`config.mk`:
```
export PLATFORM = sky130hd
export DESIGN_NAME = uart_core
export DESIGN_NICKNAME = d
export VERILOG_FILES = /design/src/uart_pkg.sv /design/src/uart_rx.sv /design/src/uart_rx_buffer.sv /design/src/uart_tx.sv /design/src/uart_core.sv
export VERILOG_INCLUDE_DIRS = /design/src
export SDC_FILE = /design/constraint.sdc
export NUM_CORES = 1
export LEC_CHECK = 0
export ABC_AREA = 1
export BUFFER_PORTS_ARGS = -buffer_cell sky130_fd_sc_hd__clkbuf_2
export CAP_MARGIN = 25
export CORE_AREA = 8 8 78 80
export CTS_CLUSTER_SIZE = 20
export DETAILED_ROUTE_END_ITERATION = 8
export DIE_AREA = 0 0 86 88
export PLACE_DENSITY_LB_ADDON = 0.15
export SETUP_SLACK_MARGIN = 0.15
export SLEW_MARGIN = 20
export SYNTH_ARGS = -nofsm -noshare
export SYNTH_HDL_FRONTEND = slang
export SYNTH_SLANG_ARGS = --single-unit
```
`constraint.sdc`:
```
create_clock -name clk -period 1.8 [get_ports clk]
set_input_delay 0.54 -clock clk [delete_from_list [all_inputs] [get_ports clk]]
set_output_delay 0.54 -clock clk [all_outputs]
set_load 0.02 [all_outputs]
```
`src/uart_macros.svh`:
```
//////////////////////////////////////////////////////////////////////
// UART timing and format
//////////////////////////////////////////////////////////////////////

`ifndef UART_MACROS_SVH
`define UART_MACROS_SVH

// clock cycles per bit period, must be even
`define UART_CLKS_PER_BIT 16

// receiver works in half-bit steps
`define UART_HALF_BIT (`UART_CLKS_PER_BIT / 2)

// 8N1 frame
`define UART_DATA_BITS 8

`endif

```
`src/uart_pkg.sv`:
```
//////////////////////////////////////////////////////////////////////
// UART shared types
//////////////////////////////////////////////////////////////////////

`default_nettype none

`include "uart_macros.svh"

package uart_pkg;

    typedef enum logic [1:0] {
        RX_IDLE,
        RX_START,
        RX_DATA,
        RX_STOP
    } rx_state_e;

    typedef enum logic [2:0] {
        TX_IDLE,
        TX_START,
        TX_DATA,
        TX_STOP,
        TX_DONE
    } tx_state_e;

    // received byte plus its status flags
    typedef struct packed {
        logic [`UART_DATA_BITS-1:0] data;
        logic                       frame_err;
        logic                       overrun;
    } rx_word_t;

endpackage

`default_nettype wire

```
`src/uart_rx.sv`:
```
//////////////////////////////////////////////////////////////////////
// UART serial receiver
//////////////////////////////////////////////////////////////////////

`default_nettype none

`include "uart_macros.svh"

module uart_rx (
    input  logic               clk,
    input  logic               rst_n,
    input  logic               rx_line,
    output logic               rx_valid,
    output uart_pkg::rx_word_t rx_word
);
    import uart_pkg::*;

    localparam int CNT_W = $clog2(`UART_HALF_BIT + 1);
    localparam int BIT_W = $clog2(`UART_DATA_BITS);
    localparam logic [CNT_W-1:0] HALF_MAX = CNT_W'(`UART_HALF_BIT - 1);
    localparam logic [BIT_W-1:0] LAST_BIT = BIT_W'(`UART_DATA_BITS - 1);

    rx_state_e                  state;
    logic [2:0]                 sync_q;
    logic                       rx_s;
    logic                       fall;
    logic [CNT_W-1:0]           cnt;
    logic                       half_tick;
    logic                       half_phase;
    logic                       sample;
    logic [BIT_W-1:0]           bit_idx;
    logic                       stop_seen;
    logic                       data_sample;
    logic                       stop_sample;
    logic [`UART_DATA_BITS-1:0] shift_q;
    logic                       ferr_q;

    // two sync stages, third bit only for edge detect
    always_ff @(posedge clk or negedge rst_n) begin
        if (!rst_n) begin
            sync_q <= '1;
        end else begin
            sync_q <= {sync_q[1:0], rx_line};
        end
    end

    assign rx_s = sync_q[1];
    assign fall = sync_q[2] & ~sync_q[1];

    assign half_tick   = (cnt == HALF_MAX);
    // every second half tick lands on mid-bit
    assign sample      = half_tick & half_phase;
    assign data_sample = (state == RX_DATA) & sample;
    assign stop_sample = (state == RX_STOP) & ~stop_seen & sample;

    always_ff @(posedge clk or negedge rst_n) begin
        if (!rst_n) begin
            state      <= RX_IDLE;
            cnt        <= '0;
            half_phase <= 1'b0;
            bit_idx    <= '0;
            stop_seen  <= 1'b0;
            rx_valid   <= 1'b0;
        end else begin
            rx_valid <= 1'b0;
            if (state == RX_IDLE || half_tick) begin
                cnt <= '0;
            end else begin
                cnt <= cnt + 1'b1;
            end

            case (state)
                RX_IDLE: begin
                    if (fall) begin
                        state <= RX_START;
                    end
                end
                RX_START: begin
                    // still low at mid start bit, else a glitch
                    if (half_tick) begin
                        if (!rx_s) begin
                            state      <= RX_DATA;
                            half_phase <= 1'b0;
                            bit_idx    <= '0;
                        end else begin
                            state <= RX_IDLE;
                        end
                    end
                end
                RX_DATA: begin
                    if (half_tick) begin
                        half_phase <= ~half_phase;
                    end
                    if (data_sample) begin
                        bit_idx <= bit_idx + 1'b1;
                        if (bit_idx == LAST_BIT) begin
                            state <= RX_STOP;
                        end
                    end
                end
                RX_STOP: begin
                    if (stop_seen) begin
                        // a low stop bit keeps us here until the line idles
                        if (rx_s) begin
                            state     <= RX_IDLE;
                            stop_seen <= 1'b0;
                        end
                    end else if (half_tick) begin
                        half_phase <= ~half_phase;
                        if (half_phase) begin
                            stop_seen <= 1'b1;
                            rx_valid  <= 1'b1;
                        end
                    end
                end
                default: begin
                    state <= RX_IDLE;
                end
            endcase
        end
    end

    // lsb first
    always_ff @(posedge clk) begin
        if (data_sample) begin
            shift_q <= {rx_s, shift_q[`UART_DATA_BITS-1:1]};
        end
        if (stop_sample) begin
            ferr_q <= ~rx_s;
        end
    end

    assign rx_word = '{data: shift_q, frame_err: ferr_q, overrun: 1'b0};

endmodule

`default_nettype wire

```
`src/uart_rx_buffer.sv`:
```
//////////////////////////////////////////////////////////////////////
// UART receive holding stage
//////////////////////////////////////////////////////////////////////

`default_nettype none

module uart_rx_buffer (
    input  logic               clk,
    input  logic               rst_n,
    input  logic               rx_valid,
    input  uart_pkg::rx_word_t rx_word_in,
    output logic               rx_req,
    input  logic               rx_ack,
    output uart_pkg::rx_word_t rx_word
);
    import uart_pkg::*;

    rx_word_t word_q;
    logic     ovr_q;
    logic     busy;
    logic     capture;

    // held from req rise until the host has released ack
    assign busy    = rx_req | rx_ack;
    assign capture = rx_valid & ~busy;

    always_ff @(posedge clk or negedge rst_n) begin
        if (!rst_n) begin
            rx_req <= 1'b0;
            ovr_q  <= 1'b0;
        end else begin
            if (capture) begin
                rx_req <= 1'b1;
                ovr_q  <= 1'b0;
            end else if (rx_req && rx_ack) begin
                rx_req <= 1'b0;
            end

            // byte lost, flag it on the next word taken
            if (rx_valid && busy) begin
                ovr_q <= 1'b1;
            end
        end
    end

    always_ff @(posedge clk) begin
        if (capture) begin
            word_q <= '{data:      rx_word_in.data,
                        frame_err: rx_word_in.frame_err,
                        overrun:   ovr_q};
        end
    end

    assign rx_word = word_q;

endmodule

`default_nettype wire

```
`src/uart_tx.sv`:
```
//////////////////////////////////////////////////////////////////////
// UART serial transmitter
//////////////////////////////////////////////////////////////////////

`default_nettype none

`include "uart_macros.svh"

module uart_tx (
    input  logic                       clk,
    input  logic                       rst_n,
    input  logic                       tx_req,
    input  logic [`UART_DATA_BITS-1:0] tx_data,
    output logic                       tx_ack,
    output logic                       tx_line
);
    import uart_pkg::*;

    localparam int CNT_W = $clog2(`UART_CLKS_PER_BIT);
    localparam int BIT_W = $clog2(`UART_DATA_BITS);
    localparam logic [CNT_W-1:0] BIT_MAX  = CNT_W'(`UART_CLKS_PER_BIT - 1);
    localparam logic [BIT_W-1:0] LAST_BIT = BIT_W'(`UART_DATA_BITS - 1);

    tx_state_e                  state;
    logic [CNT_W-1:0]           cnt;
    logic                       bit_end;
    logic [BIT_W-1:0]           bit_idx;
    logic [`UART_DATA_BITS-1:0] shift_q;
    logic                       load;
    logic                       shift;

    assign bit_end = (cnt == BIT_MAX);
    assign load    = (state == TX_IDLE) & tx_req;
    // next data bit goes out at the end of start and each data bit
    assign shift   = bit_end & ((state == TX_START) | (state == TX_DATA));

    always_ff @(posedge clk or negedge rst_n) begin
        if (!rst_n) begin
            state   <= TX_IDLE;
            cnt     <= '0;
            bit_idx <= '0;
            tx_line <= 1'b1;
        end else begin
            if (state == TX_IDLE || state == TX_DONE || bit_end) begin
                cnt <= '0;
            end else begin
                cnt <= cnt + 1'b1;
            end

            case (state)
                TX_IDLE: begin
                    tx_line <= 1'b1;
                    if (tx_req) begin
                        state   <= TX_START;
                        tx_line <= 1'b0;
                    end
                end
                TX_START: begin
                    if (bit_end) begin
                        state   <= TX_DATA;
                        bit_idx <= '0;
                        tx_line <= shift_q[0];
                    end
                end
                TX_DATA: begin
                    if (bit_end) begin
                        if (bit_idx == LAST_BIT) begin
                            state   <= TX_STOP;
                            tx_line <= 1'b1;
                        end else begin
                            bit_idx <= bit_idx + 1'b1;
                            tx_line <= shift_q[0];
                        end
                    end
                end
                TX_STOP: begin
                    if (bit_end) begin
                        state <= TX_DONE;
                    end
                end
                TX_DONE: begin
                    // wait for the host to release req
                    if (!tx_req) begin
                        state <= TX_IDLE;
                    end
                end
                default: begin
                    state   <= TX_IDLE;
                    tx_line <= 1'b1;
                end
            endcase
        end
    end

    always_ff @(posedge clk) begin
        if (load) begin
            shift_q <= tx_data;
        end else if (shift) begin
            shift_q <= shift_q >> 1;
        end
    end

    // falls together with req
    assign tx_ack = (state == TX_DONE) & tx_req;

endmodule

`default_nettype wire

```
`src/uart_core.sv`:
```
//////////////////////////////////////////////////////////////////////
// UART link top level
//////////////////////////////////////////////////////////////////////

`default_nettype none

`include "uart_macros.svh"

module uart_core (
    input  logic                       clk,
    input  logic                       rst_n,
    input  logic                       rx_line,
    output logic                       tx_line,
    output logic                       rx_req,
    input  logic                       rx_ack,
    output uart_pkg::rx_word_t         rx_word,
    input  logic                       tx_req,
    input  logic [`UART_DATA_BITS-1:0] tx_data,
    output logic                       tx_ack
);
    import uart_pkg::*;

    logic     rx_valid;
    rx_word_t rx_word_raw;

    uart_rx u_rx (
        .clk      (clk),
        .rst_n    (rst_n),
        .rx_line  (rx_line),
        .rx_valid (rx_valid),
        .rx_word  (rx_word_raw)
    );

    // host side of the receive path
    uart_rx_buffer u_rx_buffer (
        .clk        (clk),
        .rst_n      (rst_n),
        .rx_valid   (rx_valid),
        .rx_word_in (rx_word_raw),
        .rx_req     (rx_req),
        .rx_ack     (rx_ack),
        .rx_word    (rx_word)
    );

    uart_tx u_tx (
        .clk     (clk),
        .rst_n   (rst_n),
        .tx_req  (tx_req),
        .tx_data (tx_data),
        .tx_ack  (tx_ack),
        .tx_line (tx_line)
    );

endmodule

`default_nettype wire

```
==> out/qor.csv, run 1 <==
metric,value,unit
"Hold-fix buffers, CTS",0,
die area,7570,sq um
Syn Area/Cell,11.2,sq um
chip height,88,um
via density per instance,4.62,
Synth area leaders,"edfxtp_1, dfrtp_1, nand2_1",
CP Capture Type,primary output,
number of flops mapped to enable cells by yosys,27,
status,"complete, no violations",
Worst EP arrival,1.13,ns
largest area contributor in the netlist,edfxtp_1,
crit path kind,flop to primary output,
first-pass GRT wire length,6350,um
CTS tree,done,
CTS Root Cell,clkbuf_8,
clock buffer count from CTS,5,
Hold Crit Class,primary input to asynchronous set/reset pin,
Filler Cells Inserted,437,
DRC Markers,0,
gr ovfl total,0,
Max Slew Vio Count,0,
Final ANT Viol Nets,0,
largest net degree at the start of global routing,29,
Seq pwr share,0.516,
Max Freq,600,MHz
Yosys reg bits,55,
most frequent cell after synthesis,nand2_1,
Unique masters post-synth,29,
GRT Resource Usage Total,0.107,
final net count,269,
row count,26,
"Design Area, Final",2750,sq um
ant diodes,0,
port buffer count,25,
P_int,2.17,mW
chip width,86,um
initial antenna violation count,0,
Final HPWL DP,2650,um
final setup TNS,0,ns
layout cells sized above 1,0.295,
Sink Count,55,
vias in the first global route,1460,
Max-Cap Viols,0,
Comb pwr share,0.263,
core area,4910,sq um
Commonest cells post-synth,"nand2_1, edfxtp_1, inv_1",
crit path time final,1.67,ns
Crit Path Max Fanout,2,
GP Congestion,0.912,
DR vias,1483,
Clock Tree Buf Depth,2,
setup violators final,0,
switching pwr,1.05,mW
"Period Utilization, post-route",0.926,
Starting DRT DRC Count,63,
sequential share of the synthesized area,0.638,
DR pass1 iterations,4,
Hold Fails Final Rpt,0,
RSZ-0062 raised after global routing,yes,
YS warnings,0,
Worst Tran Pin Value,0.347,ns
Top-Level Pins,26,
Sw Ratio,0.325,
clk_lat worst skew,0.31,ns
required time of the worst setup path,1.26,ns
Synth Instances,212,
mapped cell area,2380,sq um
Final Util,0.560,
H-tree lvl count,2,
post-synth top area share,0.341,
Slew headroom,0.769,
async set-reset flop share out of synthesis,0.509,
drt wl/cell,11.4,um
Pwr per Cell Area,1170,nW/um^2
placed cell area,2610,sq um
Leak Pwr,1.29,nW
starting density of the core,0.484,
synthesis-to-finish area growth,15.9,%
Critical Path Source Type,flop,
predominant post-synthesis flop cell,edfxtp_1,
"Clk pin slew, worst setup/hold paths",0.10,ns
Post-Place Setup Slack,0.237,ns
Mapped Nets,231,
Peak VDD IR,0.000720,V
Clock Power Share,0.222,
Setup Skew,0.00752,ns
setup ws final,0.133,ns
final wirelength,3650,um
[cells in the final DEF, fill, tap and decap left out, types with 3 or more instances in the layout]
master	netlist	layout
nor2_1	20	20
edfxtp_1	27	27
nand2_1	46	45
o21ai_0	5	5
nor2_2	3	3
clkbuf_2	0	24
ha_1	6	6
dfrtp_1	24	22
o21ai_1	4	4
inv_1	25	24
buf_4	1	8
nand3_1	16	16
nand2_2	6	7
mux2_4	7	7
clkbuf_8	0	5
dfstp_2	4	4
[path summary, 6_finish.rpt]
kind	start	end	slack (ns)	depth (start not counted)
setup reg to reg	u_rx.cnt[0]	u_rx.shift_q[3]	0.35	8
max in group asynchronous	rst_n	u_rx.sync_q[2]	1.29	2
hold / removal	rst_n	u_rx_buffer.rx_req	0.21	2
hold reg to reg	u_rx.sync_q[0]	u_rx.sync_q[1]	0.36	0
setup / recovery	u_tx.state[1]	tx_ack	0.13	4
min in group clk	rx_line	u_rx.sync_q[0]	0.30	1
[sequential cells by signal (all words and copies together) (netlist names), 3 cells and up, named ones only]
signal,count
u_rx.sync_q,3
u_tx.cnt,4
u_tx.state,3
u_tx.shift_q,8
u_rx.shift_q,8
u_rx.cnt,4
u_rx_buffer.rx_word,10
u_tx.bit_idx,3
u_rx.bit_idx,3
[power groups by stage]
| stage | Sequential, mW | Combinational, mW | Clock [mW] |
|---|---|---|---|
| 2_1_floorplan | 1.67 | 0.657 | 0 |
| 3_3_place_gp | 1.70 | 0.791 | 0 |
| 3_5_place_dp | 1.70 | 0.796 | 0 |
| 4_1_cts | 1.66 | 0.856 | 0.736 |
| 5_1_grt | 1.69 | 0.989 | 0.783 |
| 6_report | 1.66 | 0.846 | 0.714 |
[cell type report]
cell class | count | area (sq um) | share of cell area
clock buffers | 5 | 68.8 | 0.0250
flip-flops and latches | 55 | 1520 | 0.552
repair buffers | 33 | 195 | 0.0709
well taps | 70 | 87.6 | 0.0318
multi-input cells | 129 | 757 | 0.275
inverters | 26 | 97.6 | 0.0355
clock inverters | 3 | 27.5 | 0.0100
[routing by layer]
layer | up-vias | GRT usage | wire length (um)
li1 | 766 | - | -
met2 | 29 | 0.170 | 1650
met1 | 678 | 0.124 | 1670
met4 | 0 | 0.0573 | 100
met5 | - | 0 | 0
met3 | 10 | 0.0403 | 228
[critical path, cell delays in order (launching register included)]
cell and delay, ns:
dfrtp_1 0.42, nor2_4 0.13, nand3_2 0.09, inv_2 0.07, buf_8 0.10
[what timing repair did]
action,in CTS,in global routing
endpoints found under the hold margin,0,0
setup buffers,4,0
endpoints found under the setup margin,1,9
resized for setup,5,2
pin swaps,1,1
[cell families after synthesis]
group / after synthesis / share of synthesized area
adder cells (fa/ha/maj): 6 / 0.0316
buffers and inverters: 28 / 0.0463
XOR/XNOR: 3 / 0.0111
AND/OR/NAND/NOR: 102 / 0.204
flip-flops: 55 / 0.638
multiplexers: 7 / 0.0442
AO/OA/AOI/OAI: 11 / 0.0242
[per-stage QoR]
step | std cells | hold WS [ns] | total power [mW]
2_1_floorplan | 212 | 0.244 | 2.32
3_3_place_gp | 309 | 0.353 | 2.49
3_5_place_dp | 309 | 0.350 | 2.49
4_1_cts | 321 | 0.219 | 3.25
5_1_grt | 321 | 0.232 | 3.46
6_report | 321 | 0.208 | 3.22
No activity file was read; power rests on OpenSTA's default activity.
==> run 2: changes to the inputs <==
--- a/config.mk
+++ b/config.mk
@@ -10,9 +10,11 @@
 export BUFFER_PORTS_ARGS = -buffer_cell sky130_fd_sc_hd__clkbuf_2
 export CAP_MARGIN = 25
 export CORE_AREA = 8 8 78 80
+export CTS_BUF_LIST = sky130_fd_sc_hd__clkbuf_4
 export CTS_CLUSTER_SIZE = 20
 export DETAILED_ROUTE_END_ITERATION = 8
 export DIE_AREA = 0 0 86 88
+export GPL_TIMING_DRIVEN = 0
 export PLACE_DENSITY_LB_ADDON = 0.15
 export SETUP_SLACK_MARGIN = 0.15
 export SLEW_MARGIN = 20
==> out/qor.csv, run 2 (same netlist as run 1, synthesis figures left out) <==
metric,value,unit
chip width,86,um
vias in the first global route,1529,
"commonest non-fill, non-tap cell in the layout",nand2_1,
GP Congestion,0.835,
Crit Path Max Fanout,3,
Reg-to-Reg End,u_rx.shift_q[7],
CP max stage delay,0.47,ns
setup ws final,0.0314,ns
chip height,88,um
H-tree lvl count,2,
Reg2Reg Setup Slack,0.30,ns
DRC Markers,0,
Sink Count,55,
DR vias,1492,
Final ANT Viol Nets,0,
Worst EP arrival,1.23,ns
Slew headroom,0.463,
Final HPWL DP,2540,um
starting density of the core,0.484,
clock buffer count from CTS,5,
gr ovfl total,0,
placed cell area,2590,sq um
Max-Cap Viols,0,
"Design Area, Final",2750,sq um
required time of the worst setup path,1.26,ns
"commonest non-fill, non-tap cells in the layout","nand2_1, edfxtp_1, inv_1, clkbuf_2, dfrtp_1",
CP Capture Type,primary output,
ordered list of cells on the worst path,nor2_4 > nand3_2 > inv_2 > buf_8,
max FFs per register,10,
layout cells sized above 1,0.313,
Worst Tran Pin Value,0.802,ns
drt wl/cell,11.3,um
ant diodes,0,
CTS Root Cell,clkbuf_4,
initial antenna violation count,0,
"Clk pin slew, worst setup/hold paths",0.17,ns
GRT Resource Usage Total,0.109,
clk_lat worst skew,0.38,ns
final net count,270,
Peak VDD IR,0.000677,V
"Period Utilization, post-route",0.983,
Leak Pwr,1.29,nW
Starting DRT DRC Count,70,
die area,7570,sq um
via density per instance,4.63,
setup violators final,0,
crit path kind,flop to primary output,
"Slowest-stage cell, CP",dfrtp_2,
port buffer count,25,
Top-Level Pins,26,
Pwr per Cell Area,1130,nW/um^2
final wirelength,3630,um
Power Total,3.11,mW
r2r worst-path depth,7,
Setup Skew,0.0148,ns
Max Freq,565,MHz
Post-Place Setup Slack,-0.0295,ns
largest net degree at the start of global routing,29,
first-pass GRT wire length,6530,um
Hold Crit Class,primary input to asynchronous set/reset pin,
synthesis-to-finish area growth,15.7,%
Clock Tree Buf Depth,2,
reg2reg start,u_rx.cnt[0],
DR pass1 iterations,4,
CTS tree,done,
core area,4910,sq um
RSZ-0062 raised after global routing,yes,
Max Slew Vio Count,0,
crit path time final,1.77,ns
row count,26,
status,"complete, no violations",
Hold Fails Final Rpt,0,
Critical Path Source Type,flop,
run 2: metrics by stage:
stage / std cells / setup TNS [ns] / util / hold slack (ns)
5_1_grt: 322 / -0.0404 / 0.560 / 0.199
2_1_floorplan: 212 / 0 / - / 0.244
6_report: 322 / 0 / 0.560 / 0.169
3_3_place_gp: 307 / -0.166 / 0.528 / 0.348
4_1_cts: 319 / 0 / 0.553 / 0.181
3_5_place_dp: 307 / -0.235 / 0.528 / 0.347
run 2: metal layers:
metal	vias up	share of wire	routed length (um)	GRT usage
li1	770	-	-	-
met1	690	0.46	1660	0.121
met2	27	0.47	1710	0.181
met3	5	0.059	216	0.0413
met4	0	0.013	49	0.0510
met5	-	0	0	0
run 2: area by class of cell:
| cell class | instances | area [sq um] |
|---|---|---|
| Tap cell | 70 | 87.6 |
| Inverter | 26 | 97.6 |
| Multi-Input combinational cell | 129 | 769 |
| Fill cell | 451 | 2160 |
| Buffer | 2 | 12.5 |
| Clock inverter | 3 | 28.8 |
| Clock buffer | 5 | 37.5 |
| Timing Repair Buffer | 32 | 198 |
| Sequential cell | 55 | 1520 |
run 2: how the worst max path moves through the flow:
stage | to | slack, ns | cells after the start | start
2_1_floorplan | u_rx.shift_q[0] | 0.24 | 7 | u_rx.cnt[0]
3_3_place_gp | u_rx.shift_q[3] | -0.02 | 7 | u_rx.cnt[0]
3_5_place_dp | u_rx.shift_q[3] | -0.03 | 7 | u_rx.cnt[0]
4_1_cts | tx_ack | 0.02 | 4 | u_tx.state[0]
5_1_grt | tx_ack | -0.04 | 4 | u_tx.state[1]
6_report | tx_ack | 0.03 | 4 | u_tx.state[1]
run 2: timing repair:
| item | in CTS | in global routing |
|---|---|---|
| gates resized for setup | 9 | 6 |
| endpoints found under the setup margin | 10 | 12 |
| pin swaps | 1 | 2 |
| hold buffers | 0 | 0 |
| buffers inserted | 4 | 3 |
run 2: where the power goes:
part           internal (mW)  total [mW]  leakage (nW)  switching (mW)
Sequential              1.53        1.64         0.601           0.115
Combinational          0.384       0.898         0.651           0.514
Clock                  0.168       0.574        0.0373           0.405
Total                   2.08        3.11          1.29            1.03
run 2: worst max-delay path: cells and delay by family (launching register included):
kind | cells | cell delay [ns]
flip-flops | 1 | 0.47
buffers and inverters | 2 | 0.17
AND/OR/NAND/NOR | 2 | 0.23
==> run 3: changes to the inputs <==
--- a/config.mk
+++ b/config.mk
@@ -9,11 +9,11 @@
 export ABC_AREA = 1
 export BUFFER_PORTS_ARGS = -buffer_cell sky130_fd_sc_hd__clkbuf_2
 export CAP_MARGIN = 25
-export CORE_AREA = 8 8 78 80
+export CORE_AREA = 2 2 72 74
 export CTS_BUF_LIST = sky130_fd_sc_hd__clkbuf_4
 export CTS_CLUSTER_SIZE = 20
 export DETAILED_ROUTE_END_ITERATION = 8
-export DIE_AREA = 0 0 86 88
+export DIE_AREA = 0 0 74 76
 export GPL_TIMING_DRIVEN = 0
 export PLACE_DENSITY_LB_ADDON = 0.15
 export SETUP_SLACK_MARGIN = 0.15
==> out/qor.csv, run 3 (same netlist as run 1, synthesis figures left out) <==
metric,value,unit
ant diodes,0,
"commonest non-fill, non-tap cell in the layout",nand2_1,
final cell count without fillers,320,
layout cells sized above 1,0.296,
"Design Area, Final",2740,sq um
port buffer count,25,
GP Congestion,0.847,
Clock Tree Buf Depth,2,
H-tree lvl count,2,
clock buffer count from CTS,5,
vias in the first global route,1371,
grt met3 use,0.0437,
gr ovfl total,0,
DR pass1 iterations,4,
final setup TNS,0,ns
DRC Markers,0,
CTS Root Cell,clkbuf_4,
status,"complete, no violations",
Sink Count,55,
GRT Resource Usage Total,0.136,
CP max stage delay,0.46,ns
"Clk pin slew, worst setup/hold paths",0.15,ns
Slew headroom,0.472,
"commonest non-fill, non-tap cells in the layout","nand2_1, edfxtp_1, inv_1",
GR peak layer,met2,
Final HPWL DP,2390,um
required time of the worst setup path,1.26,ns
"Slowest-stage cell, CP",dfrtp_2,
"Hold-fix buffers, CTS",0,
final wirelength,3360,um
chip width,74,um
"Period Utilization, post-route",0.972,
Buf/Inv on CP,2,
Hold Fails Final Rpt,0,
crit path kind,flop to primary output,
Setup Skew,0.00770,ns
Max Freq,572,MHz
final net count,268,
die area,5620,sq um
starting density of the core,0.484,
Max-Cap Viols,0,
CP Capture Type,primary output,
Hold Crit Class,primary input to asynchronous set/reset pin,
CTS tree,done,
Max Slew Vio Count,0,
Pwr per Cell Area,1170,nW/um^2
Worst Tran Pin Value,0.789,ns
cell family with most CP delay,flip-flops,
Critical Path Source Type,flop,
dpl cells,307,
met2 GRT Util,0.209,
Worst EP arrival,1.21,ns
clk_lat worst skew,0.37,ns
met1 GRT Util,0.179,
row count,26,
chip height,76,um
Final ANT Viol Nets,0,
DR vias,1479,
largest net degree at the start of global routing,29,
first-pass GRT wire length,5870,um
ordered list of cells on the worst path,nor2_4 > nand3_2 > inv_2 > buf_6,
crit path time final,1.75,ns
placed cell area,2590,sq um
setup violators final,0,
max FFs per register,10,
drt wl/cell,10.5,um
initial antenna violation count,0,
Top-Level Pins,26,
Starting DRT DRC Count,70,
RSZ-0062 raised after global routing,yes,
via density per instance,4.62,
Peak VDD IR,0.000548,V
Crit Path Max Fanout,3,
synthesis-to-finish area growth,15.5,%
Leak Pwr,1.28,nW
core area,4910,sq um
==> run 3: path summary, 6_finish.rpt <==
| kind | slack (ns) | depth (start not counted) | end | from |
|---|---|---|---|---|
| max | 0.05 | 4 | tx_ack | u_tx.state[1] |
| min reg2reg | 0.37 | 0 | u_rx.sync_q[1] | u_rx.sync_q[0] |
| max in group asynchronous | 1.15 | 1 | u_tx.state[1] | rst_n |
| min | 0.17 | 1 | u_rx.rx_valid | rst_n |
| max reg2reg | 0.32 | 4 | u_tx.shift_q[0] | u_tx.state[1] |
| min in group clk | 0.23 | 1 | u_rx.sync_q[0] | rx_line |
==> run 3: metrics by stage <==
| stage | total power [mW] | hold WS, ns | setup slack, ns | utilization |
|---|---|---|---|---|
| after global routing | 3.46 | 0.195 | -0.0293 | 0.559 |
| after global placement | 2.49 | 0.353 | -0.00237 | 0.528 |
| after detailed placement | 2.50 | 0.354 | -0.00727 | 0.528 |
| final | 3.21 | 0.174 | 0.0508 | 0.559 |
| after floorplan | 2.32 | 0.244 | 0.239 | - |
| after CTS | 3.25 | 0.186 | 0.00967 | 0.553 |
==> run 3: report_power, final <==
group	internal (mW)	total (mW)	switching, mW
combinational	0.382	0.889	0.507
clock	0.297	0.681	0.384
sequential	1.53	1.65	0.116
==> run 3: timing repair <==
action	in CTS	in global routing
gates cloned	0	0
endpoints found under the setup margin	10	19
setup buffers	3	2
gates resized for setup	6	6
pin swaps	1	1
==> run 3: area by class of cell <==
type | instances | area, sq um
Clock inverter | 3 | 46.3
Multi-Input combinational cell | 129 | 764
Timing Repair Buffer | 30 | 179
Tap cell | 70 | 87.6
Clock buffer | 5 | 37.5
Buffer | 2 | 12.5
Sequential cell | 55 | 1520
Fill cell | 418 | 2170
Inverter | 26 | 97.6
==> run 3: routing by layer <==
layer  part of all wire  vias to the layer above
met5                  0                        -
li1                   -                      761
met3              0.048                        5
met1               0.48                      687
met2               0.46                       26
met4              0.016                        0
==> run 3: worst register-to-register path, stage by stage (launching register included) <==
cell	delay, ns
dfrtp_2	0.46
nor2_4	0.13
buf_4	0.15
nand3_4	0.16
mux2_4	0.35
